===== config.mk =====
export PLATFORM = sky130hd
export DESIGN_NAME = dma_regs
export DESIGN_NICKNAME = d
export VERILOG_FILES = /design/src/dma_pkg.sv /design/src/dma_regs.sv
export SDC_FILE = /design/constraint.sdc
export NUM_CORES = 1
export LEC_CHECK = 0
export BUFFER_PORTS_ARGS = -buffer_cell sky130_fd_sc_hd__buf_4
export CAP_MARGIN = 10
export CORE_AREA = 5 5 64 123
export CTS_CLUSTER_DIAMETER = 30
export DETAILED_ROUTE_END_ITERATION = 7
export DIE_AREA = 0 0 69 128
export PLACE_DENSITY = 0.83
export SKIP_CTS_REPAIR_TIMING = 1
export SLEW_MARGIN = 0
export SYNTH_ARGS = -nofsm -noshare
export SYNTH_HDL_FRONTEND = slang
export SYNTH_SLANG_ARGS = --single-unit

===== constraint.sdc =====
create_clock -name i_clk -period 3.3 [get_ports i_clk]
set_input_delay 0.495 -clock i_clk [delete_from_list [all_inputs] [get_ports i_clk]]
set_output_delay 0.495 -clock i_clk [all_outputs]
set_load 0.01 [all_outputs]

===== src/dma_pkg.sv =====
`default_nettype none

package dma_pkg;

	////////////////////////////////////////////////////////////////////////////
	// bus and field widths
	////////////////////////////////////////////////////////////////////////////

	// word address width on the master bus
	localparam int ADDR_W = 30;
	localparam int DATA_W = 32;
	// picks one of 32 device interrupt lines
	localparam int DEV_W = 5;
	// largest buffer depth, log2; sizes the block length and nread fields
	localparam int MAX_LGMEMLEN = 10;

	// key in control bits 27..16 that starts a transfer
	localparam logic [11:0] START_KEY = 12'hfed;
	// whole control word that aborts a busy transfer
	localparam logic [DATA_W-1:0] ABORT_WORD = 32'hffed0000;

	// slave register map, one word each
	typedef enum logic [1:0] {
		REG_CTRL,
		REG_LEN,
		REG_SRC,
		REG_DST
	} dma_reg_e;

	// transfer FSM
	typedef enum logic [2:0] {
		ST_IDLE,
		ST_WAIT,
		ST_READ_REQ,
		ST_READ_ACK,
		ST_PRE_WRITE,
		ST_WRITE_REQ,
		ST_WRITE_ACK
	} dma_state_e;

	////////////////////////////////////////////////////////////////////////////
	// wishbone ports
	////////////////////////////////////////////////////////////////////////////

	typedef struct packed {
		logic cyc;
		logic stb;
		logic we;
		dma_reg_e addr;
		logic [DATA_W-1:0] data;
	} wb_slave_req_t;

	typedef struct packed {
		logic ack;
		logic stall;
		logic [DATA_W-1:0] data;
	} wb_slave_rsp_t;

	typedef struct packed {
		logic cyc;
		logic stb;
		logic we;
		logic [ADDR_W-1:0] addr;
		logic [DATA_W-1:0] data;
	} wb_master_req_t;

	typedef struct packed {
		logic stall;
		logic ack;
		logic err;
		logic [DATA_W-1:0] data;
	} wb_master_rsp_t;

	////////////////////////////////////////////////////////////////////////////
	// buses between the register block, the engine and the buffer
	////////////////////////////////////////////////////////////////////////////

	// settings held in the control register
	typedef struct packed {
		logic incs;
		logic incd;
		logic on_dev_trigger;
		logic [DEV_W-1:0] dev_sel;
		logic [MAX_LGMEMLEN-1:0] blocklen_sub_one;
	} dma_ctrl_t;

	// single-cycle commands decoded from slave writes
	typedef struct packed {
		logic ld_len;
		logic ld_src;
		logic ld_dst;
		logic start;
		logic abort;
		logic clr_err;
		logic [DATA_W-1:0] wdata;
	} dma_cmd_t;

	// live engine state for readback
	typedef struct packed {
		logic busy;
		logic err;
		logic [MAX_LGMEMLEN:0] nread;
		logic [ADDR_W-1:0] len;
		logic [ADDR_W-1:0] raddr;
		logic [ADDR_W-1:0] waddr;
	} dma_status_t;

	// buffer fill port, one word per read ack
	typedef struct packed {
		logic we;
		logic [MAX_LGMEMLEN-1:0] idx;
		logic [DATA_W-1:0] data;
	} dma_buf_wr_t;

endpackage

`default_nettype wire


===== src/dma_regs.sv =====
`timescale 1ns/1ps
`default_nettype none

module dma_regs #(
	parameter int LGMEMLEN = 10
) (
	input wire i_clk,
	input wire i_reset,
	input wire dma_pkg::wb_slave_req_t i_swb,
	output dma_pkg::wb_slave_rsp_t o_swb,
	input wire dma_pkg::dma_status_t i_status,
	output dma_pkg::dma_ctrl_t o_ctrl,
	output dma_pkg::dma_cmd_t o_cmd
);

	localparam logic [LGMEMLEN-1:0] BLK_ONE = 1;

	// write decode
	logic wr_req;
	logic wr_idle;
	logic ctrl_wr;
	logic start_ok;

	// control register fields
	logic r_incs;
	logic r_incd;
	logic r_on_dev;
	logic [dma_pkg::DEV_W-1:0] r_dev_sel;
	logic [LGMEMLEN-1:0] r_blocklen;

	// slave response
	logic r_ack;
	logic [dma_pkg::DATA_W-1:0] r_rdata;
	logic [dma_pkg::DATA_W-1:0] ctrl_word;

	////////////////////////////////////////////////////////////////////////////
	// write decode
	////////////////////////////////////////////////////////////////////////////

	assign wr_req = i_swb.cyc && i_swb.stb && i_swb.we;
	// config writes only count while the engine is idle
	assign wr_idle = wr_req && !i_status.busy;
	assign ctrl_wr = wr_req && (i_swb.addr == dma_pkg::REG_CTRL);

	// start needs the key, zero top bits and something left to move
	assign start_ok = (i_swb.data[27:16] == dma_pkg::START_KEY)
		&& (i_swb.data[31:30] == 2'b00)
		&& (i_status.len != '0);

	always_comb
	begin
		o_cmd = '0;
		o_cmd.wdata = i_swb.data;
		o_cmd.ld_len = wr_idle && (i_swb.addr == dma_pkg::REG_LEN);
		o_cmd.ld_src = wr_idle && (i_swb.addr == dma_pkg::REG_SRC);
		o_cmd.ld_dst = wr_idle && (i_swb.addr == dma_pkg::REG_DST);
		// any idle control write clears a stale error
		o_cmd.clr_err = ctrl_wr && !i_status.busy;
		o_cmd.start = ctrl_wr && !i_status.busy && start_ok;
		// abort is the only control write honoured while busy
		o_cmd.abort = ctrl_wr && i_status.busy
			&& (i_swb.data == dma_pkg::ABORT_WORD);
	end

	////////////////////////////////////////////////////////////////////////////
	// control register
	////////////////////////////////////////////////////////////////////////////

	always_ff @(posedge i_clk)
		if (i_reset)
		begin
			r_incs <= 1'b0;
			r_incd <= 1'b0;
			r_on_dev <= 1'b0;
			r_dev_sel <= '0;
			// full buffer per block
			r_blocklen <= '1;
		end
		else if (ctrl_wr && !i_status.busy)
		begin
			// bits 29/28 are increment-disable flags
			r_incs <= !i_swb.data[29];
			r_incd <= !i_swb.data[28];
			r_on_dev <= i_swb.data[15];
			r_dev_sel <= i_swb.data[14:10];
			// a written zero wraps to all ones, the full buffer
			r_blocklen <= i_swb.data[LGMEMLEN-1:0] - BLK_ONE;
		end

	always_comb
	begin
		o_ctrl = '0;
		o_ctrl.incs = r_incs;
		o_ctrl.incd = r_incd;
		o_ctrl.on_dev_trigger = r_on_dev;
		o_ctrl.dev_sel = r_dev_sel;
		o_ctrl.blocklen_sub_one[LGMEMLEN-1:0] = r_blocklen;
	end

	////////////////////////////////////////////////////////////////////////////
	// readback and ack
	////////////////////////////////////////////////////////////////////////////

	// busy, err, flags, progress, trigger setup, block length
	assign ctrl_word = {i_status.busy, i_status.err, !r_incs, !r_incd, 1'b0,
		i_status.nread, r_on_dev, r_dev_sel, o_ctrl.blocklen_sub_one};

	// registered mux, presented with the ack
	always_ff @(posedge i_clk)
		case (i_swb.addr)
		dma_pkg::REG_CTRL:
			r_rdata <= ctrl_word;
		dma_pkg::REG_LEN:
			r_rdata <= {{(dma_pkg::DATA_W-dma_pkg::ADDR_W){1'b0}}, i_status.len};
		dma_pkg::REG_SRC:
			r_rdata <= {i_status.raddr, 2'b00};
		default:
			r_rdata <= {i_status.waddr, 2'b00};
		endcase

	// every strobe acked one cycle later, never stalled
	always_ff @(posedge i_clk)
		if (i_reset)
			r_ack <= 1'b0;
		else
			r_ack <= i_swb.cyc && i_swb.stb;

	always_comb
	begin
		o_swb.ack = r_ack;
		o_swb.stall = 1'b0;
		o_swb.data = r_rdata;
	end

	////////////////////////////////////////////////////////////////////////////
	// checks
	////////////////////////////////////////////////////////////////////////////

	// no ack without a strobe on the cycle before
	a_ack_follows_stb: assert property (@(posedge i_clk) disable iff (i_reset)
		o_swb.ack |-> $past(i_swb.cyc && i_swb.stb));

	// start and abort come from opposite busy states
	a_start_abort_excl: assert property (@(posedge i_clk) disable iff (i_reset)
		!(o_cmd.start && o_cmd.abort));

endmodule

`default_nettype wire


After elaboration in Yosys (flattened, before gate mapping) --
Index checks and enable logic that the tools add are counted.
Storage, ports and cells: bits in registers 51, input port bits 142, output and inout bits 90, logic and storage cells 35
Operators by class: $add $sub $neg 1, eq/ne operators 5, mux-type cells 1, reductions and logical operators 21
Operators with widths (count):
- 32-bit one-hot mux with 3 select lines | 1
- 32-bit equality test, second input constant | 1
- 30-bit nonzero test | 1
- 1-bit logical AND | 13
- 12-bit equality test, second input constant | 1
- 10-bit by 1-bit subtractor with 10-bit output, second input constant | 1
- 1-bit zero test | 5
- 2-bit equality test, second input constant | 2
- 2-bit zero test | 2
- 2-bit by 1-bit equality test with 1-bit output, second input constant | 1

Longest topological paths before layout --
Gate-level depths: netlist of run 1.
depth after elaboration 5, depth in mapped cells 7

Worst setup path before layout of run 1 --
Ideal clock, no wire load.
kind input to output, start point in i_swb[33] in the netlist's numbering, end point out o_cmd[34] in the netlist's numbering, arrival 1.416 ns, data required time 2.805 ns, path slack 1.389 ns, stages 6, buffers on the path 1, path through buf_4 > nor2_2 > nand2_2 > inv_2 > o211ai_1 > nor3_1
RTL lines:
- from (decl) | line dma_regs.sv:9 | input wire dma_pkg::wb_slave_req_t i_swb,
- to (decl) | line dma_regs.sv:13 | output dma_pkg::dma_cmd_t o_cmd

==> summary.md, run 1 <==
| Metric | Value |
|---|---|
| Initial DRC Count | `78` |
| Avg Inst Size Synth | `11.0 um^2` |
| Fmax | `428 MHz` |
| CORE AREA | `6890 um^2` |
| Register bit total from synthesis | `51` |
| Port bufs | `230` |
| Routability Congestion | `0.982` |
| Cells after Synth | `244` |
| Max VDD drop | `0.191 mV` |
| CP bufs+invs | `3` |
| Initial antenna violation count | `0` |
| Drt via density | `5.23` |
| Placed insts | `515` |
| H-tree depth | `2` |
| Comb power frac | `24.9%` |
| Final slew viol count | `0` |
| Drt wl/cell | `20.0 um` |
| Fillers | `601` |
| Min cycle time layout | `2340 ps` |
| Site Rows | `43` |
| DR pass1 iterations | `4` |
| Pin count of the biggest net entering global routing | `37` |
| Cell Area, Synth | `2680 um^2` |
| CP peak stage delay | `270 ps` |
| WP data arrival | `1840 ps` |
| Period Utilization, post-route | `70.8%` |
| CP cell instances | `buf_4 -> nor2_2 -> nand2_2 -> inv_2 -> o211ai_1 -> nor3_1 -> buf_4` |
| Cell mode on critical path | `buf_4` |
| Root buffer selected by CTS | `clkbuf_16` |
| Top Ports | `232` |
| Sequential share of power | `42.2%` |
| Clock Pin Slew Worst Setup and Hold Paths | `70 ps` |
| Clk_lat worst skew | `290 ps` |
| Final HPWL from detailed placement | `8910 um` |
| Internal Dissipation | `1.20 mW` |
| Pre-CTS setup slack | `931 ps` |
| Gr ovfl total | `0` |
| Net Count, Synth | `387` |
| Die Y-Extent | `128 um` |
| Reg2reg setup slack | `2260 ps` |
| Maxcap violations | `0` |
| Clk sinks | `51` |
| Commonest non-fill, non-tap cell in the layout | `buf_4` |
| Post-DRT Antenna Nets | `0` |
| Reg area | `1020 um^2` |
| # DRC | `0` |
| Area occupied by multi-input gates | `1290 um^2` |
| GRT Resource Usage Total | `22.6%` |
| Number of flops mapped to enable cells by yosys | `0` |
| WL final | `10500 um` |
| Switching Fraction | `24.3%` |
| Top FF cell, synth | `dfxtp_1` |
| Vias | `2734` |
| Final Hold Viols | `0` |
| Most frequent cells in the layout | `buf_4, dfxtp_1, mux4_2` |
| Post-synth ARST share | `0%` |
| Sw power | `0.385 mW` |
| Slowest cell on crit path | `buf_4` |
| Least-Margin Pin Slew | `544 ps` |
| Vias in the first global route | `2943` |
| Worst setup path class | `in -> out` |
| Sequential-to-total area share from yosys stat | `38.1%` |
| CP max FO | `36` |
| Total Die Area | `8830 um^2` |
| HP Class | `in -> reg` |
| Worst EP required | `2800 ps` |
| Stages on worst setup path | `7` |
| Clock skew | `3.21 ps` |
| Share of layout cells above drive strength 1 | `62.8%` |
| CP Launch Type | `input pin` |
| First-pass GRT wire length | `15400 um` |
| Warning count from the yosys run | `0` |
| Outcome | `finished, final reports clean` |
| Cell Pwr Density | `366 nW/um^2` |
| Rel. slew slack | `63.7%` |
| N_diodes | `0` |
| Count of distinct cell types in the synthesized netlist | `38` |
| Final worst slack | `964 ps` |
| Top delay family on crit path | `buffers and inverters` |
| WHS Path Cells | `2` |
| Clock buffer depth | `2` |
| Die W | `69 um` |
| Clk pwr share | `32.9%` |
| Path depth of the worst reg2reg path | `2` |
| Pleak | `2.00 nW` |
| Worst hold slack | `402 ps` |
| CTS tree | `yes` |
| Setup TNS | `0 ps` |
| Num CTS Buffers | `5` |
| # setup viols final | `0` |
| Initial Utilization | `38.9%` |
| Area Overhead vs Synth | `61.7%` |
| Element type at the critical path end | `output pin` |
| Unrepaired setup endpoints after global routing | `no` |
| Non-filler instance count after layout | `523` |
| Layout net count | `575` |
-- metrics by stage --
step / instance area [um^2] / util, % / power, mW
finish: 4330 / 62.9 / 1.59
global route: 4330 / 62.9 / 1.65
CTS: 4330 / 62.9 / 1.60
detailed placement: 4180 / 60.7 / 1.08
global placement: 4180 / 60.7 / 1.07
floorplan: 2680 / - / 0.847
-- state kept, by name, summed over array words and instances, names as in the netlist --
name	flops
r_ack	1
r_blocklen	10
r_dev_sel	5
r_incd	1
r_incs	1
r_on_dev	1
r_rdata	32
-- path summary, 6_finish.rpt --
check	start	end
min reg2reg	r_dev_sel[3]$_SDFFE_PP0P_	r_dev_sel[3]$_SDFFE_PP0P_
max	i_swb[33]	o_cmd[34]
max reg2reg	r_incd$_SDFFE_PP0P_	r_rdata[28]$_DFF_P_
min	i_swb[29]	r_incs$_SDFFE_PP0P_
-- layer usage --
metal / part of all wire, % / GRT usage [%] / vias to the layer above
met3: 7.5 / 5.42 / 18
met2: 58 / 43.3 / 161
met4: 2.5 / 9.09 / 0
met5: 0 / 0 / -
met1: 33 / 23.0 / 1303
li1: - / - / 1252
-- kinds of logic after synthesis --
group / after synthesis / share of synthesized area, %
other: 1 / 0.140
multiplexers: 32 / 24.7
buffers and inverters: 56 / 13.7
AO/OA/AOI/OAI: 24 / 6.12
adder cells (fa/ha/maj): 1 / 0.467
XOR/XNOR: 4 / 1.31
AND/OR/NAND/NOR: 75 / 15.5
flip-flops: 51 / 38.1
-- power groups by stage --
stage	Combinational, mW	Sequential [mW]	Clock [mW]
floorplan	0.145	0.702	0
global placement	0.388	0.682	0
detailed placement	0.398	0.684	0
CTS	0.399	0.669	0.537
global route	0.422	0.672	0.556
finish	0.395	0.669	0.522
-- synthesized netlist by cell type, types with 2 or more instances --
| cell type | number | share of area [%] |
|---|---|---|
| nor4_1 | 9 | 2.1 |
| nand4_1 | 5 | 1.2 |
| buf_2 | 9 | 1.7 |
| buf_4 | 39 | 11 |
| xor2_1 | 2 | 0.65 |
| clkbuf_1 | 2 | 0.28 |
| mux2i_1 | 2 | 0.75 |
| dfxtp_1 | 51 | 38 |
| a21oi_1 | 7 | 1.3 |
| nand3_1 | 2 | 0.37 |
| a211oi_1 | 5 | 1.4 |
| nor2_1 | 9 | 1.3 |
| o211ai_1 | 6 | 1.7 |
| xnor2_1 | 2 | 0.65 |
| nand2_1 | 21 | 2.9 |
| nor3_1 | 11 | 2.1 |
| mux2_1 | 2 | 0.84 |
| inv_1 | 5 | 0.70 |
| nor4b_1 | 3 | 0.98 |
| mux4_2 | 27 | 23 |
| nand4b_1 | 3 | 0.98 |
| a22o_1 | 3 | 0.98 |
| nor4_2 | 2 | 0.93 |
| and3_1 | 3 | 0.70 |
-- final cells by class --
| type | instances | share of cell area [%] |
|---|---|---|
| clock buffer | 7 | 3.29 |
| multi-input combinational | 137 | 29.8 |
| inverter | 6 | 0.520 |
| tap | 90 | 2.60 |
| timing repair buffer | 231 | 40.0 |
| sequential | 51 | 23.6 |
| clock inverter | 1 | 0.202 |
Power figures use the tool's default switching activity.
==> run 2: changes to the inputs <==
- CORE_AREA: 5 5 64 123 -> 5 5 68 132
- DIE_AREA: 0 0 69 128 -> 0 0 73 137
- PLACE_DENSITY: 0.83 -> 0.77
- clock period: 3.3 -> 2.1 ns (I/O delays scaled with it)
==> summary.md, run 2 (same netlist as run 1, synthesis figures left out) <==
| Metric | Value |
|---|---|
| Die W | `73 um (was 69 um)` |
| Largest registers | `r_rdata (32), r_blocklen (10), r_dev_sel (5) (unchanged)` |
| Die Y-Extent | `137 um (was 128 um)` |
| WP data arrival | `1480 ps (was 1840 ps)` |
| DR pass1 iterations | `4 (unchanged)` |
| Top Ports | `232 (unchanged)` |
| Drt via density | `5.13 (was 5.23)` |
| Clk sinks | `51 (unchanged)` |
| Maxcap violations | `0 (unchanged)` |
| CTS tree | `yes (unchanged)` |
| Period Utilization, post-route | `85.3%` |
| CP Launch Type | `input pin (unchanged)` |
| Fmax | `558 MHz` |
| CP max FO | `2 (was 36)` |
| First-pass GRT wire length | `15600 um (was 15400 um)` |
| Worst hold slack | `232 ps (was 402 ps)` |
| Reg area | `1020 um^2 (unchanged)` |
| Routability Congestion | `0.851 (was 0.982)` |
| H-tree depth | `2 (unchanged)` |
| Area Overhead vs Synth | `63.4% (was 61.7%)` |
| Worst setup path class | `in -> out (unchanged)` |
| Largest register FFs | `32 (unchanged)` |
| Port bufs | `230 (unchanged)` |
| Outcome | `finished, final reports clean (unchanged)` |
| Element type at the critical path end | `output pin (unchanged)` |
| Min cycle time layout | `1790 ps` |
| Pin count of the biggest net entering global routing | `24 (was 37)` |
| Clock buffer depth | `2 (unchanged)` |
| Commonest non-fill, non-tap cell in the layout | `buf_4 (unchanged)` |
| # DRC | `0 (unchanged)` |
| Final HPWL from detailed placement | `9190 um (was 8910 um)` |
| Clk_lat worst skew | `290 ps (about the same)` |
| Non-filler instance count after layout | `534 (was 523)` |
| # setup viols final | `0 (unchanged)` |
| Drt wl/cell | `20.1 um (was 20.0 um)` |
| Initial Utilization | `34.2% (was 38.9%)` |
| Max VDD drop | `0.418 mV (was 0.191 mV)` |
| CP bufs+invs | `2 (was 3)` |
| Final Hold Viols | `0 (unchanged)` |
| Area occupied by multi-input gates | `1290 um^2 (unchanged)` |
| Layout net count | `581 (was 575)` |
| Cell Pwr Density | `569 nW/um^2 (was 366 nW/um^2)` |
| Reg with most FFs | `r_rdata (unchanged)` |
| Overall Power | `2.49 mW (was 1.59 mW)` |
| Path depth of the worst reg2reg path | `2 (unchanged)` |
| Core Util, Final | `55.9% (was 62.9%)` |
| Worst EP required | `1780 ps (was 2800 ps)` |
| Initial DRC Count | `83 (was 78)` |
| HP Class | `in -> reg (unchanged)` |
| Share of layout cells above drive strength 1 | `63.5% (was 62.8%)` |
| WL final | `10700 um (was 10500 um)` |
| Fillers | `754 (was 601)` |
| Slowest cell on crit path | `nor4_1 (was buf_4)` |
| Initial antenna violation count | `0 (unchanged)` |
| Stages on worst setup path | `6 (was 7)` |
| Vias | `2739 (was 2734)` |
| Post-DRT Antenna Nets | `0 (unchanged)` |
| Pleak | `2.03 nW (was 2.00 nW)` |
| N_diodes | `0 (unchanged)` |
| Total Die Area | `10000 um^2 (was 8830 um^2)` |
| Top delay family on crit path | `simple AND/OR/NAND/NOR gates (was buffers and inverters)` |
| CP cell instances | `buf_4 -> nor4_1 -> nand4_1 -> o211ai_1 -> nor3_1 -> buf_4 (was buf_4 -> nor2_2 -> nand2_2 -> inv_2 -> o211ai_1 -> nor3_1 -> buf_4)` |
| CORE AREA | `7830 um^2 (was 6890 um^2)` |
| Site Rows | `46 (was 43)` |
| Clock Pin Slew Worst Setup and Hold Paths | `60 ps (was 70 ps)` |
| Vias in the first global route | `2988 (was 2943)` |
| Clock skew | `8.66 ps (was 3.21 ps)` |
| Gr ovfl total | `0 (unchanged)` |
| Placed insts | `527 (was 515)` |
| Unrepaired setup endpoints after global routing | `no (unchanged)` |
| Cell mode on critical path | `buf_4 (unchanged)` |
| Root buffer selected by CTS | `clkbuf_16 (unchanged)` |
| Most frequent cells in the layout | `buf_4, dfxtp_1, mux4_2 (unchanged)` |
| Final slew viol count | `0 (unchanged)` |
| Num CTS Buffers | `5 (unchanged)` |
| GRT Resource Usage Total | `21.0% (was 22.6%)` |
| WHS Path Cells | `2 (unchanged)` |
| CP peak stage delay | `400 ps (was 270 ps)` |
| Setup TNS | `0 ps (unchanged)` |
==> run 2: worst paths after layout <==
| path | startpoint | to | slack, ps |
|---|---|---|---|
| worst min-delay path | i_swb[28] | r_incd$_SDFFE_PP0P_ | 230 |
| worst min register to register | r_on_dev$_SDFFE_PP0P_ | r_on_dev$_SDFFE_PP0P_ | 510 |
| worst max-delay path | i_status[64] | o_cmd[34] | 310 |
| worst max register to register | r_incd$_SDFFE_PP0P_ | r_rdata[28]$_DFF_P_ | 1100 |
==> run 2: area by class of cell <==
| cell class | instances | area share, % |
|---|---|---|
| clock buffer | 6 | 3.17 |
| clock inverter | 1 | 0.114 |
| inverter | 6 | 0.514 |
| multi-input combinational | 137 | 29.5 |
| sequential | 51 | 23.3 |
| tap | 96 | 2.74 |
| timing repair buffer | 237 | 40.6 |
==> run 2: per-layer routing <==
metal  vias up  part of all wire, %  GRT usage, %
met4         0                  2.5          7.60
met3        13                   12          7.21
met5         -                    0             0
li1       1262                    -             -
met1      1271                   35          23.0
met2       193                   50          36.8
==> run 2: worst reg2reg max path, stage by stage, from the launching register on <==
cell	delay [ps]
dfxtp_1	370
inv_1	50
mux4_2	460
==> run 2: power by group <==
group          internal (mW)  leakage [nW]  switching (mW)
Combinational          0.385          1.53           0.244
Sequential              1.03         0.423          0.0214
Clock                  0.466        0.0727           0.343
==> run 2: stage by stage <==
stage / cell area, um^2 / setup slack (ps)
final: 4380 / 308
after global routing: 4380 / 195
after CTS: 4380 / 274
after detailed placement: 4230 / 279
after global placement: 4230 / 281
after floorplan: 2680 / 549
==> run 3: changes to the inputs <==
- CELL_PAD_IN_SITES_DETAIL_PLACEMENT: not set -> 0
- CELL_PAD_IN_SITES_GLOBAL_PLACEMENT: not set -> 2
- CORE_AREA: 5 5 68 132 -> 5 5 93 181
- CTS_CLUSTER_SIZE: not set -> 16
- DIE_AREA: 0 0 73 137 -> 0 0 98 186
- PLACE_DENSITY: 0.77 -> not set
- PLACE_DENSITY_LB_ADDON: not set -> 0.1
- SLEW_MARGIN: 0 -> not set
==> summary.md, run 3 (same netlist as run 1, synthesis figures left out) <==
| Metric | Value |
|---|---|
| Outcome | `finished, final reports clean (unchanged)` |
| Clk_lat worst skew | `300 ps (was 290 ps)` |
| # setup viols final | `0 (unchanged)` |
| Area after DPL | `4420 um^2 (was 4230 um^2)` |
| Clk pwr share | `33.6% (was 32.5%)` |
| HP Class | `in -> reg (unchanged)` |
| Maxcap violations | `0 (unchanged)` |
| Worst r2r dst | `r_rdata[28]$_DFF_P_ (unchanged)` |
| Max VDD drop | `0.331 mV (was 0.418 mV)` |
| GRT Resource Usage Total | `13.8% (was 21.0%)` |
| Pre-CTS setup slack | `17.5 ps (was 279 ps)` |
| Worst EP required | `1780 ps (about the same)` |
| Routability Congestion | `0.757 (was 0.851)` |
| Largest registers | `r_rdata (32), r_blocklen (10), r_dev_sel (5) (unchanged)` |
| N_diodes | `0 (unchanged)` |
| Total Die Area | `18200 um^2 (was 10000 um^2)` |
| Largest register FFs | `32 (unchanged)` |
| WL final | `13200 um (was 10700 um)` |
| Most frequent cells in the layout | `buf_4, dfxtp_1, mux4_2 (unchanged)` |
| Share of layout cells above drive strength 1 | `64.2% (was 63.5%)` |
| Top Ports | `232 (unchanged)` |
| Reg2reg setup slack | `1090 ps (was 1100 ps)` |
| Core Util, Final | `29.9% (was 55.9%)` |
| Hold_sp | `i_swb[29] (was i_swb[28])` |
| Post-DRT Antenna Nets | `0 (unchanged)` |
| Clock skew | `4.43 ps (was 8.66 ps)` |
| Layout net count | `586 (was 581)` |
| Switching Fraction | `26.7% (was 24.4%)` |
| Min cycle time layout | `1950 ps (was 1790 ps)` |
| First-pass GRT wire length | `18300 um (was 15600 um)` |
| Worst Hold Endpoint | `r_incs$_SDFFE_PP0P_ (was r_incd$_SDFFE_PP0P_)` |
| CP peak stage delay | `380 ps (was 400 ps)` |
| Cell mode on critical path | `buf_4 (unchanged)` |
| Post-route cell area | `4570 um^2 (was 4380 um^2)` |
| Worst hold slack | `214 ps (was 232 ps)` |
| Pleak | `2.06 nW (was 2.03 nW)` |
| Die W | `98 um (was 73 um)` |
| Clk sinks | `51 (unchanged)` |
| Top delay family on crit path | `simple AND/OR/NAND/NOR gates (unchanged)` |
| Final HPWL from detailed placement | `11200 um (was 9190 um)` |
| Placed insts | `634 (was 527)` |
| CP max FO | `2 (unchanged)` |
| # DRC | `0 (unchanged)` |
| Port bufs | `230 (unchanged)` |
| Internal Dissipation | `1.87 mW (was 1.88 mW)` |
| CTS tree | `yes (unchanged)` |
| Num CTS Buffers | `5 (unchanged)` |
| Initial antenna violation count | `0 (unchanged)` |
| Unrepaired setup endpoints after global routing | `no (unchanged)` |
| Drt via density | `4.20 (was 5.13)` |
| Final worst slack | `152 ps (was 308 ps)` |
| Overall Power | `2.55 mW (was 2.49 mW)` |
| WHS Path Cells | `2 (unchanged)` |
| Initial Utilization | `17.5% (was 34.2%)` |
| Area Overhead vs Synth | `70.7% (was 63.4%)` |
| Sequential share of power | `41.2% (was 42.3%)` |
| Final slew viol count | `0 (unchanged)` |
| H-tree depth | `2 (unchanged)` |
| Area occupied by multi-input gates | `1300 um^2 (was 1290 um^2)` |
| Vias | `2694 (was 2739)` |
| Setup TNS | `0 ps (unchanged)` |
| Sw power | `0.679 mW (was 0.608 mW)` |
| Reg area | `1020 um^2 (unchanged)` |
| DR pass1 iterations | `4 (unchanged)` |
| CORE AREA | `15300 um^2 (was 7830 um^2)` |
| Gr ovfl total | `0 (unchanged)` |
| Initial DRC Count | `56 (was 83)` |
| Path depth of the worst reg2reg path | `2 (unchanged)` |
| RR Startpoint | `r_incd$_SDFFE_PP0P_ (unchanged)` |
| CP cell instances | `buf_4 -> nor4_1 -> nand4_1 -> o211ai_1 -> buf_4 -> nor3_1 -> buf_4 (was buf_4 -> nor4_1 -> nand4_1 -> o211ai_1 -> nor3_1 -> buf_4)` |
| Comb power frac | `25.2% (was 25.3%)` |
| Reg with most FFs | `r_rdata (unchanged)` |
| Slowest cell on crit path | `nor4_1 (unchanged)` |
| Cell Pwr Density | `556 nW/um^2 (was 569 nW/um^2)` |
| Die Y-Extent | `186 um (was 137 um)` |
| Clock buffer depth | `2 (unchanged)` |
| Site Rows | `64 (was 46)` |
| Worst setup path class | `in -> out (unchanged)` |
| Pin count of the biggest net entering global routing | `36 (was 24)` |
| Fillers | `1634 (was 754)` |
| Period Utilization, post-route | `92.7% (was 85.3%)` |
| Non-filler instance count after layout | `642 (was 534)` |
| CP bufs+invs | `3 (was 2)` |
| Vias in the first global route | `2925 (was 2988)` |
| Root buffer selected by CTS | `clkbuf_16 (unchanged)` |
| Drt wl/cell | `20.5 um (was 20.1 um)` |
| Element type at the critical path end | `output pin (unchanged)` |
| Final Hold Viols | `0 (unchanged)` |
| Commonest non-fill, non-tap cell in the layout | `buf_4 (unchanged)` |
| CP Launch Type | `input pin (unchanged)` |
| WP data arrival | `1630 ps (was 1480 ps)` |
| Fmax | `513 MHz (was 558 MHz)` |
| Clock Pin Slew Worst Setup and Hold Paths | `70 ps (was 60 ps)` |
## run 3: worst max path at each step
stage	start	slack (ps)	endpoint	cells past startpoint
2_1_floorplan	i_swb[33]	550	o_cmd[34]	6
5_1_grt	i_status[83]	20	o_cmd[34]	7
3_5_place_dp	i_status[86]	20	o_cmd[34]	8
4_1_cts	i_status[86]	10	o_cmd[34]	8
3_3_place_gp	i_status[83]	1	o_cmd[34]	7
6_report	i_status[83]	150	o_cmd[34]	7
## run 3: final cells by class
type	count	share of cell area, %
clock buffer	5	2.74
clock inverter	3	0.410
inverter	6	0.492
multi-input combinational	137	28.4
sequential	51	22.3
tap	198	5.42
timing repair buffer	242	40.3
## run 3: metal layers
| layer | vias to the layer above | track usage, % | wire length (um) |
|---|---|---|---|
| li1 | 1270 | - | - |
| met1 | 1304 | 12.6 | 4110 |
| met2 | 113 | 30.2 | 8390 |
| met3 | 7 | 1.84 | 523 |
| met4 | 0 | 3.83 | 154 |
| met5 | - | 0 | 0 |
## run 3: power by group through the flow
stage | Clock [mW] | Combinational [mW] | Sequential [mW]
CTS | 0.896 | 0.656 | 1.05
global route | 0.922 | 0.689 | 1.06
floorplan | 0 | 0.228 | 1.10
detailed placement | 0 | 0.656 | 1.07
finish | 0.854 | 0.642 | 1.05
global placement | 0 | 0.651 | 1.07
