File: src/dma_pkg.sv
`default_nettype none

package dma_pkg;

	////////////////////////////////////////////////////////////////////////////
	// bus and field widths
	////////////////////////////////////////////////////////////////////////////

	// word address width on the master bus
	localparam int ADDR_W = 30;
	localparam int DATA_W = 32;
	// picks one of 32 device interrupt lines
	localparam int DEV_W = 5;
	// largest buffer depth, log2; sizes the block length and nread fields
	localparam int MAX_LGMEMLEN = 10;

	// key in control bits 27..16 that starts a transfer
	localparam logic [11:0] START_KEY = 12'hfed;
	// whole control word that aborts a busy transfer
	localparam logic [DATA_W-1:0] ABORT_WORD = 32'hffed0000;

	// slave register map, one word each
	typedef enum logic [1:0] {
		REG_CTRL,
		REG_LEN,
		REG_SRC,
		REG_DST
	} dma_reg_e;

	// transfer FSM
	typedef enum logic [2:0] {
		ST_IDLE,
		ST_WAIT,
		ST_READ_REQ,
		ST_READ_ACK,
		ST_PRE_WRITE,
		ST_WRITE_REQ,
		ST_WRITE_ACK
	} dma_state_e;

	////////////////////////////////////////////////////////////////////////////
	// wishbone ports
	////////////////////////////////////////////////////////////////////////////

	typedef struct packed {
		logic cyc;
		logic stb;
		logic we;
		dma_reg_e addr;
		logic [DATA_W-1:0] data;
	} wb_slave_req_t;

	typedef struct packed {
		logic ack;
		logic stall;
		logic [DATA_W-1:0] data;
	} wb_slave_rsp_t;

	typedef struct packed {
		logic cyc;
		logic stb;
		logic we;
		logic [ADDR_W-1:0] addr;
		logic [DATA_W-1:0] data;
	} wb_master_req_t;

	typedef struct packed {
		logic stall;
		logic ack;
		logic err;
		logic [DATA_W-1:0] data;
	} wb_master_rsp_t;

	////////////////////////////////////////////////////////////////////////////
	// buses between the register block, the engine and the buffer
	////////////////////////////////////////////////////////////////////////////

	// settings held in the control register
	typedef struct packed {
		logic incs;
		logic incd;
		logic on_dev_trigger;
		logic [DEV_W-1:0] dev_sel;
		logic [MAX_LGMEMLEN-1:0] blocklen_sub_one;
	} dma_ctrl_t;

	// single-cycle commands decoded from slave writes
	typedef struct packed {
		logic ld_len;
		logic ld_src;
		logic ld_dst;
		logic start;
		logic abort;
		logic clr_err;
		logic [DATA_W-1:0] wdata;
	} dma_cmd_t;

	// live engine state for readback
	typedef struct packed {
		logic busy;
		logic err;
		logic [MAX_LGMEMLEN:0] nread;
		logic [ADDR_W-1:0] len;
		logic [ADDR_W-1:0] raddr;
		logic [ADDR_W-1:0] waddr;
	} dma_status_t;

	// buffer fill port, one word per read ack
	typedef struct packed {
		logic we;
		logic [MAX_LGMEMLEN-1:0] idx;
		logic [DATA_W-1:0] data;
	} dma_buf_wr_t;

endpackage

`default_nettype wire

File: src/dma_engine.sv
`timescale 1ns/1ps
`default_nettype none

module dma_engine #(
	parameter int LGMEMLEN = 10
) (
	input wire i_clk,
	input wire i_reset,
	input wire dma_pkg::dma_ctrl_t i_ctrl,
	input wire dma_pkg::dma_cmd_t i_cmd,
	output dma_pkg::dma_status_t o_status,
	input wire [(1 << dma_pkg::DEV_W)-1:0] i_dev_ints,
	output dma_pkg::wb_master_req_t o_mwb,
	input wire dma_pkg::wb_master_rsp_t i_mwb,
	output dma_pkg::dma_buf_wr_t o_buf_wr,
	output logic o_rd_restart,
	output logic o_rd_advance,
	input wire [dma_pkg::DATA_W-1:0] i_rd_data,
	output logic o_interrupt
);

	// counters carry one extra bit so a full block fits
	localparam int CW = LGMEMLEN + 1;
	localparam int AW = dma_pkg::ADDR_W;
	localparam logic [CW-1:0] C_ONE = 1;
	localparam logic [CW-1:0] C_TWO = 2;
	localparam logic [AW-1:0] A_ONE = 1;

	dma_pkg::dma_state_e state;

	// working registers
	logic [AW-1:0] len;
	logic [AW-1:0] raddr;
	logic [AW-1:0] waddr;
	logic [AW-1:0] req_addr;

	// per-block counters
	logic [CW-1:0] nracks;
	logic [CW-1:0] nread;
	logic [CW-1:0] nwritten;
	logic [CW-1:0] nwacks;
	logic [CW-1:0] full_words;
	logic [CW-1:0] blk_words;

	logic last_read_request;
	logic last_read_ack;
	logic last_write_request;
	logic last_write_ack;
	logic trigger;
	logic err_flag;

	// bus events
	logic rd_phase;
	logic wr_phase;
	logic rd_accept;
	logic wr_accept;
	logic rd_ack;
	logic wr_ack;
	logic bus_err;
	logic final_ack;

	////////////////////////////////////////////////////////////////////////////
	// bus events and block size
	////////////////////////////////////////////////////////////////////////////

	assign rd_phase = (state == dma_pkg::ST_READ_REQ) || (state == dma_pkg::ST_READ_ACK);
	assign wr_phase = (state == dma_pkg::ST_WRITE_REQ) || (state == dma_pkg::ST_WRITE_ACK);
	assign rd_accept = (state == dma_pkg::ST_READ_REQ) && !i_mwb.stall;
	assign wr_accept = (state == dma_pkg::ST_WRITE_REQ) && !i_mwb.stall;
	assign rd_ack = rd_phase && i_mwb.ack;
	assign wr_ack = wr_phase && i_mwb.ack;
	assign bus_err = o_mwb.cyc && i_mwb.err;
	// last write ack of the whole transfer
	assign final_ack = wr_ack && last_write_ack && (len == A_ONE);

	// block is the buffer setting, or whatever is left if smaller
	// len is steady through the read phase
	assign full_words = {1'b0, i_ctrl.blocklen_sub_one[LGMEMLEN-1:0]} + C_ONE;
	assign blk_words = (len >= {{(AW-CW){1'b0}}, full_words}) ? full_words : len[CW-1:0];

	////////////////////////////////////////////////////////////////////////////
	// transfer FSM
	////////////////////////////////////////////////////////////////////////////

	always_ff @(posedge i_clk)
		if (i_reset)
			state <= dma_pkg::ST_IDLE;
		else
			case (state)
			dma_pkg::ST_IDLE:
				if (i_cmd.start)
					state <= dma_pkg::ST_WAIT;
			dma_pkg::ST_WAIT:
				if (i_cmd.abort)
					state <= dma_pkg::ST_IDLE;
				else if (trigger)
					state <= dma_pkg::ST_READ_REQ;
			dma_pkg::ST_READ_REQ, dma_pkg::ST_READ_ACK:
				if (bus_err || i_cmd.abort)
					state <= dma_pkg::ST_IDLE;
				else if (rd_ack && last_read_ack)
					state <= dma_pkg::ST_PRE_WRITE;
				else if (rd_accept && last_read_request)
					state <= dma_pkg::ST_READ_ACK;
			// one cycle to prime the buffer output word
			dma_pkg::ST_PRE_WRITE:
				state <= i_cmd.abort ? dma_pkg::ST_IDLE : dma_pkg::ST_WRITE_REQ;
			dma_pkg::ST_WRITE_REQ, dma_pkg::ST_WRITE_ACK:
				if (bus_err || i_cmd.abort)
					state <= dma_pkg::ST_IDLE;
				else if (wr_ack && last_write_ack)
					// back through wait for the next block
					state <= (len == A_ONE) ? dma_pkg::ST_IDLE : dma_pkg::ST_WAIT;
				else if (wr_accept && last_write_request)
					state <= dma_pkg::ST_WRITE_ACK;
			default:
				state <= dma_pkg::ST_IDLE;
			endcase

	// trigger
	// registered, so a block starts two cycles into wait at the earliest
	always_ff @(posedge i_clk)
		if (i_reset)
			trigger <= 1'b0;
		else
			trigger <= (state == dma_pkg::ST_WAIT)
				&& (!i_ctrl.on_dev_trigger || i_dev_ints[i_ctrl.dev_sel]);

	////////////////////////////////////////////////////////////////////////////
	// working length and addresses
	////////////////////////////////////////////////////////////////////////////

	// remaining words, down one per write ack
	always_ff @(posedge i_clk)
		if (i_reset)
			len <= '0;
		else if (i_cmd.ld_len)
			len <= i_cmd.wdata[AW-1:0];
		else if (wr_ack)
			len <= len - A_ONE;

	// byte address written, word address kept
	always_ff @(posedge i_clk)
		if (i_reset)
			raddr <= '0;
		else if (i_cmd.ld_src)
			raddr <= i_cmd.wdata[AW+1:2];
		else if (rd_ack && i_ctrl.incs)
			raddr <= raddr + A_ONE;

	always_ff @(posedge i_clk)
		if (i_reset)
			waddr <= '0;
		else if (i_cmd.ld_dst)
			waddr <= i_cmd.wdata[AW+1:2];
		else if (wr_ack && i_ctrl.incd)
			waddr <= waddr + A_ONE;

	// request address runs ahead of the acked address
	// only moves on acceptance, so it holds under stall
	always_ff @(posedge i_clk)
		if ((state == dma_pkg::ST_IDLE) || (state == dma_pkg::ST_WAIT))
			req_addr <= raddr;
		else if (state == dma_pkg::ST_PRE_WRITE)
			req_addr <= waddr;
		else if ((rd_accept && i_ctrl.incs) || (wr_accept && i_ctrl.incd))
			req_addr <= req_addr + A_ONE;

	////////////////////////////////////////////////////////////////////////////
	// counters and last flags
	////////////////////////////////////////////////////////////////////////////

	// read side, cleared between blocks
	// nread stays valid through the write phase as the word count
	always_ff @(posedge i_clk)
		if (i_reset || (state == dma_pkg::ST_IDLE) || (state == dma_pkg::ST_WAIT))
		begin
			nracks <= '0;
			nread <= '0;
		end
		else
		begin
			if (rd_accept)
				nracks <= nracks + C_ONE;
			if (rd_ack)
				nread <= nread + C_ONE;
		end

	// write side
	always_ff @(posedge i_clk)
		if (i_reset || !wr_phase)
		begin
			nwritten <= '0;
			nwacks <= '0;
		end
		else
		begin
			if (wr_accept)
				nwritten <= nwritten + C_ONE;
			if (wr_ack)
				nwacks <= nwacks + C_ONE;
		end

	// request flags mark the word on the bus as the last
	// ack flags mark the next ack as the last
	always_ff @(posedge i_clk)
		if (i_reset)
		begin
			last_read_request <= 1'b0;
			last_read_ack <= 1'b0;
			last_write_request <= 1'b0;
			last_write_ack <= 1'b0;
		end
		else
			case (state)
			dma_pkg::ST_WAIT:
			begin
				last_read_request <= (blk_words == C_ONE);
				last_read_ack <= (blk_words == C_ONE);
			end
			dma_pkg::ST_READ_REQ, dma_pkg::ST_READ_ACK:
			begin
				if (rd_accept)
					last_read_request <= (nracks + C_TWO == blk_words);
				if (rd_ack)
					last_read_ack <= (nread + C_TWO == blk_words);
			end
			dma_pkg::ST_PRE_WRITE:
			begin
				last_write_request <= (nread == C_ONE);
				last_write_ack <= (nread == C_ONE);
			end
			dma_pkg::ST_WRITE_REQ, dma_pkg::ST_WRITE_ACK:
			begin
				if (wr_accept)
					last_write_request <= (nwritten + C_TWO == nread);
				if (wr_ack)
					last_write_ack <= (nwacks + C_TWO == nread);
			end
			default:
			begin
				last_read_request <= 1'b0;
				last_read_ack <= 1'b0;
				last_write_request <= 1'b0;
				last_write_ack <= 1'b0;
			end
			endcase

	////////////////////////////////////////////////////////////////////////////
	// error and interrupt
	////////////////////////////////////////////////////////////////////////////

	// sticky until the next idle control write
	always_ff @(posedge i_clk)
		if (i_reset || i_cmd.clr_err)
			err_flag <= 1'b0;
		else if (bus_err || i_cmd.abort)
			err_flag <= 1'b1;

	// one-cycle pulse after the final write ack or a bus error
	always_ff @(posedge i_clk)
		if (i_reset)
			o_interrupt <= 1'b0;
		else
			o_interrupt <= final_ack || bus_err;

	////////////////////////////////////////////////////////////////////////////
	// outputs
	////////////////////////////////////////////////////////////////////////////

	always_comb
	begin
		o_mwb.cyc = rd_phase || wr_phase;
		o_mwb.stb = (state == dma_pkg::ST_READ_REQ) || (state == dma_pkg::ST_WRITE_REQ);
		o_mwb.we = (state == dma_pkg::ST_PRE_WRITE) || wr_phase;
		o_mwb.addr = req_addr;
		// buffer output word, only meaningful while writing
		o_mwb.data = i_rd_data;
	end

	// read data lands at the ack count
	always_comb
	begin
		o_buf_wr = '0;
		o_buf_wr.we = rd_ack;
		o_buf_wr.idx[LGMEMLEN-1:0] = nread[LGMEMLEN-1:0];
		o_buf_wr.data = i_mwb.data;
	end

	// read pointer parked outside the write phase
	// pre-write loads word zero, each accepted write loads the next
	assign o_rd_restart = !((state == dma_pkg::ST_PRE_WRITE) || wr_phase);
	assign o_rd_advance = (state == dma_pkg::ST_PRE_WRITE) || wr_accept;

	always_comb
	begin
		o_status = '0;
		o_status.busy = (state != dma_pkg::ST_IDLE);
		o_status.err = err_flag;
		o_status.nread[CW-1:0] = nread;
		o_status.len = len;
		o_status.raddr = raddr;
		o_status.waddr = waddr;
	end

	////////////////////////////////////////////////////////////////////////////
	// checks
	////////////////////////////////////////////////////////////////////////////

	a_stb_in_cyc: assert property (@(posedge i_clk) disable iff (i_reset)
		o_mwb.stb |-> o_mwb.cyc);

	// a stalled request stays put unless the transfer is being torn down
	a_stall_hold: assert property (@(posedge i_clk) disable iff (i_reset)
		(o_mwb.stb && i_mwb.stall && !i_mwb.err && !i_cmd.abort)
		|=> (o_mwb.stb && $stable(o_mwb.addr) && $stable(o_mwb.we)));

endmodule

`default_nettype wire

File: config.mk
export PLATFORM = sky130hd
export DESIGN_NAME = dma_engine
export DESIGN_NICKNAME = d
export VERILOG_FILES = /design/src/dma_pkg.sv /design/src/dma_engine.sv
export SDC_FILE = /design/constraint.sdc
export NUM_CORES = 1
export LEC_CHECK = 0
export BUFFER_PORTS_ARGS = -buffer_cell sky130_fd_sc_hd__buf_2
export CELL_PAD_IN_SITES_DETAIL_PLACEMENT = 0
export CELL_PAD_IN_SITES_GLOBAL_PLACEMENT = 2
export CORE_MARGIN = 2
export CORE_UTILIZATION = 30
export CTS_CLUSTER_DIAMETER = 60
export DETAILED_ROUTE_END_ITERATION = 8
export GPL_TIMING_DRIVEN = 0
export PLACE_DENSITY_LB_ADDON = 0.12
export SYNTH_ARGS = -nofsm -noshare
export SYNTH_HDL_FRONTEND = slang
export SYNTH_SLANG_ARGS = --single-unit
File: constraint.sdc
create_clock -name i_clk -period 6.45 [get_ports i_clk]
set_input_delay 0.645 -clock i_clk [delete_from_list [all_inputs] [get_ports i_clk]]
set_output_delay 0.645 -clock i_clk [all_outputs]
set_load 0.02 [all_outputs]
# [Yosys cells after proc, flatten, opt, wreduce, memory -nomap -nowiden]
# Index checks and enable logic that the tools add are counted.
# W data, S select, Z words.
[word_totals] latch_bits=0 ram_bits=0 in_bits=157 ff_bits=174 romBits=0 out_inout_bits=214 elab_cells=135 mem_count=0
[op_classes] addsub=13 n_mux=32 n_bitwise=2 magnitude_cmp=2 n_eq_ne=21 div_mod_pow=0 n_shift=0 multipliers=0 n_reduce_logical=49
[op_table] operator="$mux W30" n=9
[op_table] operator="$add A30 B1 Y30 const B" n=3
[op_table] operator="$add A11 B1 Y11 const B" n=4
[op_table] operator="$add A11 B2 Y11 const B" n=4
[op_table] operator="$eq A11 B11 Y1" n=4
[op_table] operator="$eq A30 B1 Y1 const B" n=1
[op_table] operator="$ge A30 B11 Y1" n=1
[op_table] operator="$mux W3" n=10
[op_table] operator="$sub A30 B1 Y30 const B" n=1
[op_table] operator="$eq A11 B1 Y1 const B" n=2
[op_table] operator="$logic_and A1 B1 Y1" n=15
[op_table] operator="$logic_or A1 B1 Y1" n=15
[op_table] operator="$pmux W3 S5" n=1
[op_table] operator="$pmux W1 S3" n=4
[op_table] operator="$add A10 B1 Y11 const B" n=1
[op_table] operator="$mux W11" n=1
[op_table] operator="$ne A2 B2 Y1 const B" n=5
[op_table] operator="$eq A3 B3 Y1 const B" n=3
[op_table] operator="$ne A4 B4 Y1 const B" n=2
[op_table] operator="$reduce_and A2 Y1" n=4
[op_table] operator="$eq A3 B2 Y1 const B" n=2
[op_table] operator="$lt A5 B6 Y1 const B" n=1
[op_table] operator="$mux W1" n=6
[op_table] operator="$reduce_bool A2 Y1" n=3
[op_table] operator="10 further kinds" n=17

# [Logic depth before layout (Yosys ltp)]
# Gate-level depths: netlist (run 1).
[logic_depth] ltp_word=7 mapped_depth=16 mapped_depth_nobuf=15

# [Least setup slack after synthesis (run 1)]
# Ideal clock, no wire load.
[synth_path] kind="input to register" startpoint="in i_ctrl[0] (netlist name)" endpoint="reg last_read_ack" cell_stages=15 required_time_ns=6.391 t_arrival_ns=3.587 setup_ns=0.059 slack_ns=2.804 path_buffers=0 cell_sequence="ha_1 -> nand2_1 -> nor2_1 -> nand3_1 -> xor2_1 -> ha_1 -> nand4_1 -> nor3_1 -> o31ai_1 -> nand2_2 -> mux2_4 -> or4b_4 -> o211ai_2 -> a21o_1 -> a41o_1"
[synth_via] elab_chain_cells=6 word_cells_on_any_way=7 cone_classes="1 x add/sub; 1 x order compare; 2 x eq/ne; 3 x mux"
[synth_lines] element="start: declaration" line_no="dma_engine.sv:9" source="input wire dma_pkg::dma_ctrl_t i_ctrl,"
[synth_lines] element="$add A10 B1 Y11 *" line_no="dma_engine.sv:78" source="assign full_words = {1'b0, i_ctrl.blocklen_sub_one[LGMEMLEN-1:0]} + C_ONE;"
[synth_lines] element="$ge A30 B11 Y1" line_no="dma_engine.sv:79" source="assign blk_words = (len >= {{(AW-CW){1'b0}}, full_words}) ? full_words : len[CW-1:0];"
[synth_lines] element="$mux W11 *" line_no="dma_engine.sv:79"
[synth_lines] element="$eq A11 B11 Y1" line_no="dma_engine.sv:226" source="last_read_ack <= (nread + C_TWO == blk_words);"
[synth_lines] element="$mux W1" line_no="dma_engine.sv:225" source="if (rd_ack)"
[synth_lines] element="$pmux W1 S3 *" line_no="dma_engine.sv:215" source="case (state)"
[synth_lines] element="end signal: assignment" line_no="dma_engine.sv:219" source="last_read_ack <= (blk_words == C_ONE);"
[synth_lines] element="end signal: assignment" line_no="dma_engine.sv:226"
[synth_lines] element="end: declaration" line_no="dma_engine.sv:46" source="logic last_read_ack;"
# Mark *: on every way between the ends. The rest lies on a longest branch, timed or not. The select of a mux whose other input is x is not followed.
# A chain may end at the register's enable or synchronous reset.

# [Worst setup path in the final report (run 1)]
[layout_path] startpoint="in i_ctrl[0] (netlist name)" endpoint="reg last_read_request"
[layout_via] elab_chain_cells=6 word_cells_on_any_way=7 cone_classes="1 x add/sub; 1 x order compare; 2 x eq/ne; 3 x mux"
[layout_lines] element="$add A10 B1 Y11 *" line_no="dma_engine.sv:78"
[layout_lines] element="$ge A30 B11 Y1" line_no="dma_engine.sv:79"
[layout_lines] element="$mux W11 *" line_no="dma_engine.sv:79"
[layout_lines] element="$eq A11 B11 Y1" line_no="dma_engine.sv:224" source="last_read_request <= (nracks + C_TWO == blk_words);"
[layout_lines] element="$mux W1" line_no="dma_engine.sv:223" source="if (rd_accept)"
[layout_lines] element="$pmux W1 S3 *" line_no="dma_engine.sv:215"
[layout_lines] element="end signal: assignment" line_no="dma_engine.sv:218" source="last_read_request <= (blk_words == C_ONE);"
[layout_lines] element="end signal: assignment" line_no="dma_engine.sv:224"
[layout_lines] element="end: declaration" line_no="dma_engine.sv:45" source="logic last_read_request;"
# Marks and branches as above.

==> impl_metrics.tcl, run 1 <==
set metrics [dict create \
    initial_utilization_pct 30.3 \
    die-area_um2 40700 \
    fin_util_pct 37.6 \
    synthDistinctLibCells 61 \
    drc 0 \
    cts_sinks 174 \
    slew_headroom_pct 34.9 \
    hold_end "err_flag$_SDFFE_PP0P_" \
    yosysTopAreaCellShare_pct 24.6 \
    core_um2 38600 \
    drv_cap 0 \
    arrival_ns 4.41 \
    viasPerCell 4.78 \
    synth-edff-count 30 \
    critPathKind "input port to flip-flop" \
    cp-start-kind "input port" \
    ant_nets 0 \
    fmax_ghz 0.248 \
    worstPathMaxFanout 7 \
    worstPathRequired_ns 6.83 \
    numPortBuffers 301 \
    nets 2015 \
    yosysSeqAreaShare_pct 32.3 \
    reg2reg_slack_ns 2.43 \
    cts.htree.levels 4 \
    routed_wl_um 43300 \
    num_vias 11300 \
    fin_ws_ns 2.41 \
    synth.most_common_cell "nor2_1" \
    worst-r2r-cell-count 11 \
    finalSetupTns_ns 0 \
    grt_start_max_net_pins 20 \
    cts_hold_buf 0 \
    reg2reg_to "waddr[28]$_SDFFE_PP0P_" \
    run_status "finished, final reports clean" \
    root_buffer "clkbuf_16" \
    antenna_found_initial 2 \
    rsz0062_at_grt "no" \
    num_rows 72 \
    synth_top_area_cell "dfxtp_1" \
    fin_crit_ns 4.04 \
    skew_ns 0.0124 \
    dp_hpwl_um 34600 \
    area_growth_pct 24.0 \
    ys_top_cells_by_count "nor2_1, nand2_1, dfxtp_1, a21oi_1, o21ai_0" \
    first_pass_iters 6 \
    finalSetupViolCount 0 \
    cts_tree "yes" \
    p_leak_nw 6.20 \
    grt-ovfl-total 0 \
    num_io_pins 371 \
    synth.avg_cell_area_um2 7.76 \
    design_area_um2 14500 \
    max_slew.worst_pin.slew_ns 0.968 \
    end_kind "flip-flop" \
    ir_worst_vdd_v 0.000190 \
    ys.flop_type "dfxtp_1" \
    async_flop_share_pct 0 \
    ctsResizeCount 0 \
    routedWlPerCell_um 18.3 \
    grt_pass1_vias 11100 \
    ys_warn_count 0 \
    r2r-start "state[2]$_SDFFE_PP0P_" \
    place_congestion 0.820 \
    hold_class "input port to flip-flop" \
    drt_iter0_markers 562 \
    die_h_um 202 \
    cts.path.max_buffers 2 \
    post_cts_buffers 0 \
    timing.final.crit_share_pct 62.6 \
    synth_nets 1693 \
    synthCells 1510 \
    hold_violations 0 \
    cts_buffers 17 \
    syn_area_um2 11700 \
    min_from "i_cmd[32]" \
    post-place-ws_ns 1.94 \
    clkTransAtPathRegs_ns 0.07 \
    power_density_nw_per_um2 218 \
    dpl_cell_area_um2 13900 \
    finalMaxSlewViolations 0 \
    synthTopCellsByArea "dfxtp_1, xor2_1, edfxtp_1" \
    ys_ff_latch 174 \
    hold-path-cell-count 2 \
    die_w_um 202 \
    grt.total_usage_pct 21.1 \
    grt_pass1_wl_um 66000 \
    drive_gt1_share_pct 23.8 \
    insertion_delay_ns 0.45 \
]
## cell type report
cell class | count | area [µm²]
Buffer | 156 | 881
Multi-Input combinational cell | 1158 | 6990
Antenna cell | 1 | 2.50
Tap cell | 518 | 648
Clock buffer | 18 | 429
Clock inverter | 14 | 174
Inverter | 22 | 82.6
Sequential cell | 174 | 3780
Timing Repair Buffer | 303 | 1540
Fill cell | 4213 | 24100
## per-stage QoR
step	power [mW]	instances	hold WS [ns]
after floorplan	1.80	1510	0.461
after global placement	2.10	2329	0.483
after detailed placement	2.10	2330	0.494
after CTS	3.22	2362	0.337
after global routing	3.33	2363	0.343
final	3.17	2364	0.355
## registers in the layout, summed over array words and instances, names as in the netlist, 3 cells and up
signal / count
len: 30
nracks: 11
nread: 11
nwacks: 11
nwritten: 11
raddr: 30
req_addr: 30
state: 3
waddr: 30
## critical path, cell delays in order
cell and delay [ns]:
buf_2 0.15, ha_1 0.21, nand2_1 0.06, nor2_1 0.22
nand3_1 0.13, xor2_1 0.32, ha_1 0.32, nand4_1 0.13
nor3_1 0.07, o31ai_1 0.46, nand2_2 0.24, mux2_2 0.36
o21ai_0 0.12, or4_1 0.53, a21oi_1 0.27, a41o_1 0.17
## worst max path at each step
stage	slack [ns]	cells past startpoint	to	from
global route	2.12	16	last_read_request$_SDFFE_PP0P_	i_ctrl[0]
CTS	2.40	16	last_read_request$_SDFFE_PP0P_	i_ctrl[0]
global placement	1.96	16	last_read_request$_SDFFE_PP0P_	i_ctrl[0]
detailed placement	1.94	16	last_read_request$_SDFFE_PP0P_	i_ctrl[0]
floorplan	2.80	15	last_read_ack$_SDFFE_PP0P_	i_ctrl[0]
finish	2.41	16	last_read_request$_SDFFE_PP0P_	i_ctrl[0]
## placed cells by master (no fill, tap or decap), types with 70 or more instances in the layout
cell	instances
buf_4	76
xnor2_1	97
buf_2	303
nand3_1	71
o21ai_0	110
nand2_1	159
xor2_1	106
a21oi_1	117
clkbuf_1	70
dfxtp_1	144
nor2_1	222
## cell families after synthesis
kind of cell / share of synthesized area, %
mux: 4.39
simple gates: 25.2
fa+ha+maj: 2.77
flops: 32.3
buf+inv: 8.22
compound gates: 12.0
xor+xnor: 15.2
## metal layers
| layer | global-route usage (%) | wire (µm) | vias up |
|---|---|---|---|
| met5 | 0 | 16 | - |
| li1 | - | - | 5759 |
| met2 | 37.3 | 21400 | 240 |
| met3 | 3.56 | 1710 | 27 |
| met4 | 4.60 | 556 | 2 |
| met1 | 26.8 | 19500 | 5265 |
## report_power, final
part	total, mW	internal (mW)	switching, mW
logic	0.773	0.287	0.486
registers	1.30	1.19	0.105
clock network	1.10	0.587	0.509
total	3.17	2.07	1.10
Note: power is estimated with default switching activity, not from simulation.
==> run 2: changes to the inputs <==
- ABC_AREA: unset -> 1
- CORE_UTILIZATION: 30 -> 25
- clock period: 6.45 -> 3.2 ns (I/O delays scaled with it)
==> impl_metrics.tcl, run 2 <==
set metrics [dict create \
    top_usage_layer "met2" \
    cts.path.max_buffers 2 \
    slew_headroom_pct 35.9 \
    critPathKind "flip-flop to output port" \
    clkTransAtPathRegs_ns 0.07 \
    grt_pass1_wl_um 85800 \
    combinationalPowerShare_pct 33.7 \
    die-area_um2 53900 \
    grt-ovfl-total 0 \
    num_rows 83 \
    cts.htree.levels 4 \
    cts_hold_buf 0 \
    hold_class "input port to flip-flop" \
    drive_gt1_share_pct 21.3 \
    final_common_cell "nand2_1" \
    dpl_cell_area_um2 15400 \
    fin_crit_ns 2.92 \
    ys_ff_latch 174 \
    syn_area_um2 13000 \
    n_antenna_cell 0 \
    ys.flop_type "dfxtp_1" \
    synth_top_area_cell "dfxtp_1" \
    insertion_delay_ns 0.50 \
    path_buf_inv 4 \
    met2_usage_pct 34.7 \
    grt_start_max_net_pins 25 \
    final_cell_mix "nand2_1, buf_2, inv_1, nor2_1, dfxtp_1" \
    crit_family "buffers and inverters" \
    fin_ws_ns 0.280 \
    root_buffer "clkbuf_16" \
    p_int_mw 4.73 \
    finalMaxSlewViolations 0 \
    routed_wl_um 58100 \
    hold_violations 0 \
    place_congestion 0.839 \
    cts_buffers 17 \
    first_pass_iters 6 \
    reg2reg_to "req_addr[10]$_DFFE_PP_" \
    synthCells 1968 \
    ys_top_cells_by_count "nand2_1, inv_1, nor2_1, dfxtp_1, nand3_1" \
    cp_slowest_stage_delay_ns 0.39 \
    dp_hpwl_um 47700 \
    max_slew.worst_pin.slew_ns 0.961 \
    power_density_nw_per_um2 503 \
    ys_warn_count 0 \
    async_flop_share_pct 0 \
    p_clk_share_pct 28.5 \
    hold-path-cell-count 4 \
    hold_slack_ns 0.0632 \
    yosysSeqAreaShare_pct 29.1 \
    numPortBuffers 304 \
    min_from "i_cmd[32]" \
    arrival_ns 2.60 \
    die_h_um 232 \
    synth_nets 2151 \
    drv_cap 0 \
    finalSetupViolCount 0 \
    worst-r2r-cell-count 9 \
    cp-start-kind "flip-flop" \
    die_w_um 232 \
    synthDistinctLibCells 45 \
    sw_frac_of_total_pct 41.5 \
    nets 2476 \
    p_leak_nw 7.15 \
    finalSetupTns_ns 0 \
    synth.most_common_cell "nand2_1" \
    initial_utilization_pct 25.3 \
    num_io_pins 371 \
    yosysTopAreaCellShare_pct 22.2 \
    grt_util_met1_pct 29.5 \
    worstPathMaxFanout 10 \
    num_vias 14200 \
    use_met3_pct 2.91 \
    timing.final.crit_share_pct 91.3 \
    area_growth_pct 23.5 \
    worstPathRequired_ns 2.88 \
    core_um2 51400 \
    end_kind "output port" \
    skew_ns 0.0165 \
    power_switching_mw 3.35 \
    synth-edff-count 30 \
    viasPerCell 4.74 \
    grt_pass1_vias 13600 \
    ir_worst_vdd_v 0.000407 \
    cts_tree "yes" \
    r2r-start "state[0]$_SDFFE_PP0P_" \
    reg2reg_slack_ns 0.38 \
    critical-path-slowest-cell "dfxtp_1" \
    synth.avg_cell_area_um2 6.61 \
    grt.total_usage_pct 21.5 \
    power_frac_seq_pct 37.7 \
    cts_sinks 174 \
    fmax_ghz 0.342 \
    drc 0 \
    synthTopCellsByArea "dfxtp_1, nand2_1, xor2_1" \
    design_area_um2 16100 \
    drt_iter0_markers 1006 \
    ant_nets 0 \
    antenna_found_initial 1 \
    routedWlPerCell_um 19.5 \
    run_status "finished, final reports clean" \
    crit_chain "nor2_1 -> inv_1 -> nor2_1 -> inv_1 -> clkbuf_1 -> nand2_1 -> buf_2" \
    post-place-ws_ns -0.565 \
    hold_end "err_flag$_SDFFE_PP0P_" \
]
## run 2: cell types whose count changed in the layout (fill, tap and decap cells not counted), sizes merged, moves of 36 or more
cell / change
a31oi: +60
nand3: +54
xnor2: -65
inv: +201
and3: -36
nand2: +304
## run 2: power groups by stage
stage,sequential (mW),clock [mW],combinational (mW)
2_1_floorplan,3.28,0,1.41
3_3_place_gp,3.11,0,2.72
3_5_place_dp,3.10,0,2.74
4_1_cts,3.05,2.37,2.75
5_1_grt,3.11,2.45,3.01
6_report,3.05,2.31,2.73
## run 2: metrics by stage
step	power [mW]	cells	util (%)
2_1_floorplan	4.69	1968	-
3_3_place_gp	5.82	2952	29.9
3_5_place_dp	5.84	2953	30.0
4_1_cts	8.17	2985	31.2
5_1_grt	8.56	2986	31.3
6_report	8.08	2986	31.3
## run 2: how the worst max path moves through the flow
stage                                from                              to  slack (ns)  cells past startpoint
finish              state[1]$_SDFFE_PP0P_                    o_rd_advance        0.28                      7
global route                    i_ctrl[0]      last_read_ack$_SDFFE_PP0P_       -0.03                     22
CTS                             i_ctrl[0]      last_read_ack$_SDFFE_PP0P_        0.03                     21
detailed placement              i_ctrl[0]  last_read_request$_SDFFE_PP0P_       -0.56                     21
global placement    state[1]$_SDFFE_PP0P_          req_addr[26]$_DFFE_PP_       -0.91                      4
floorplan           state[1]$_SDFFE_PP0P_           req_addr[0]$_DFFE_PP_        0.41                      4
## run 2: routing by layer
| metal | share of wire [%] | wire length, µm |
|---|---|---|
| met1 | 47 | 27500 |
| met2 | 47 | 27000 |
| met3 | 4.0 | 2350 |
| met4 | 2.2 | 1280 |
| met5 | 0 | 0 |
## run 2: what timing repair did
item	4_1_cts	5_1_grt
cloned	0	0
setup endpoints to repair	2	2
pin swaps	0	1
gates resized for setup	1	5
buffers inserted	0	1
hold endpoints to repair	0	0
## run 2: kinds of logic after synthesis
family          Yosys count  synth area share, %
compound gates          309                 13.6
simple gates            947                 31.9
fa+ha+maj                26                 2.50
xor+xnor                145                 9.76
flops                   174                 29.1
buf+inv                 367                 13.1
## run 2: tightest hold or removal path: stages
cell     delay [ns]
buf_2          0.08
nor2_1         0.03
o21ai_0        0.05
inv_1          0.04
## run 2: layout make-up
| type | instances | area (µm²) |
|---|---|---|
| plain buffers | 140 | 858 |
| clock buffers | 21 | 504 |
| clock inverters | 11 | 114 |
| fillers | 5813 | 35300 |
| inverters | 227 | 852 |
| multi-input cells | 1427 | 7560 |
| flip-flops and latches | 174 | 3780 |
| well taps | 680 | 851 |
| repair buffers | 306 | 1550 |
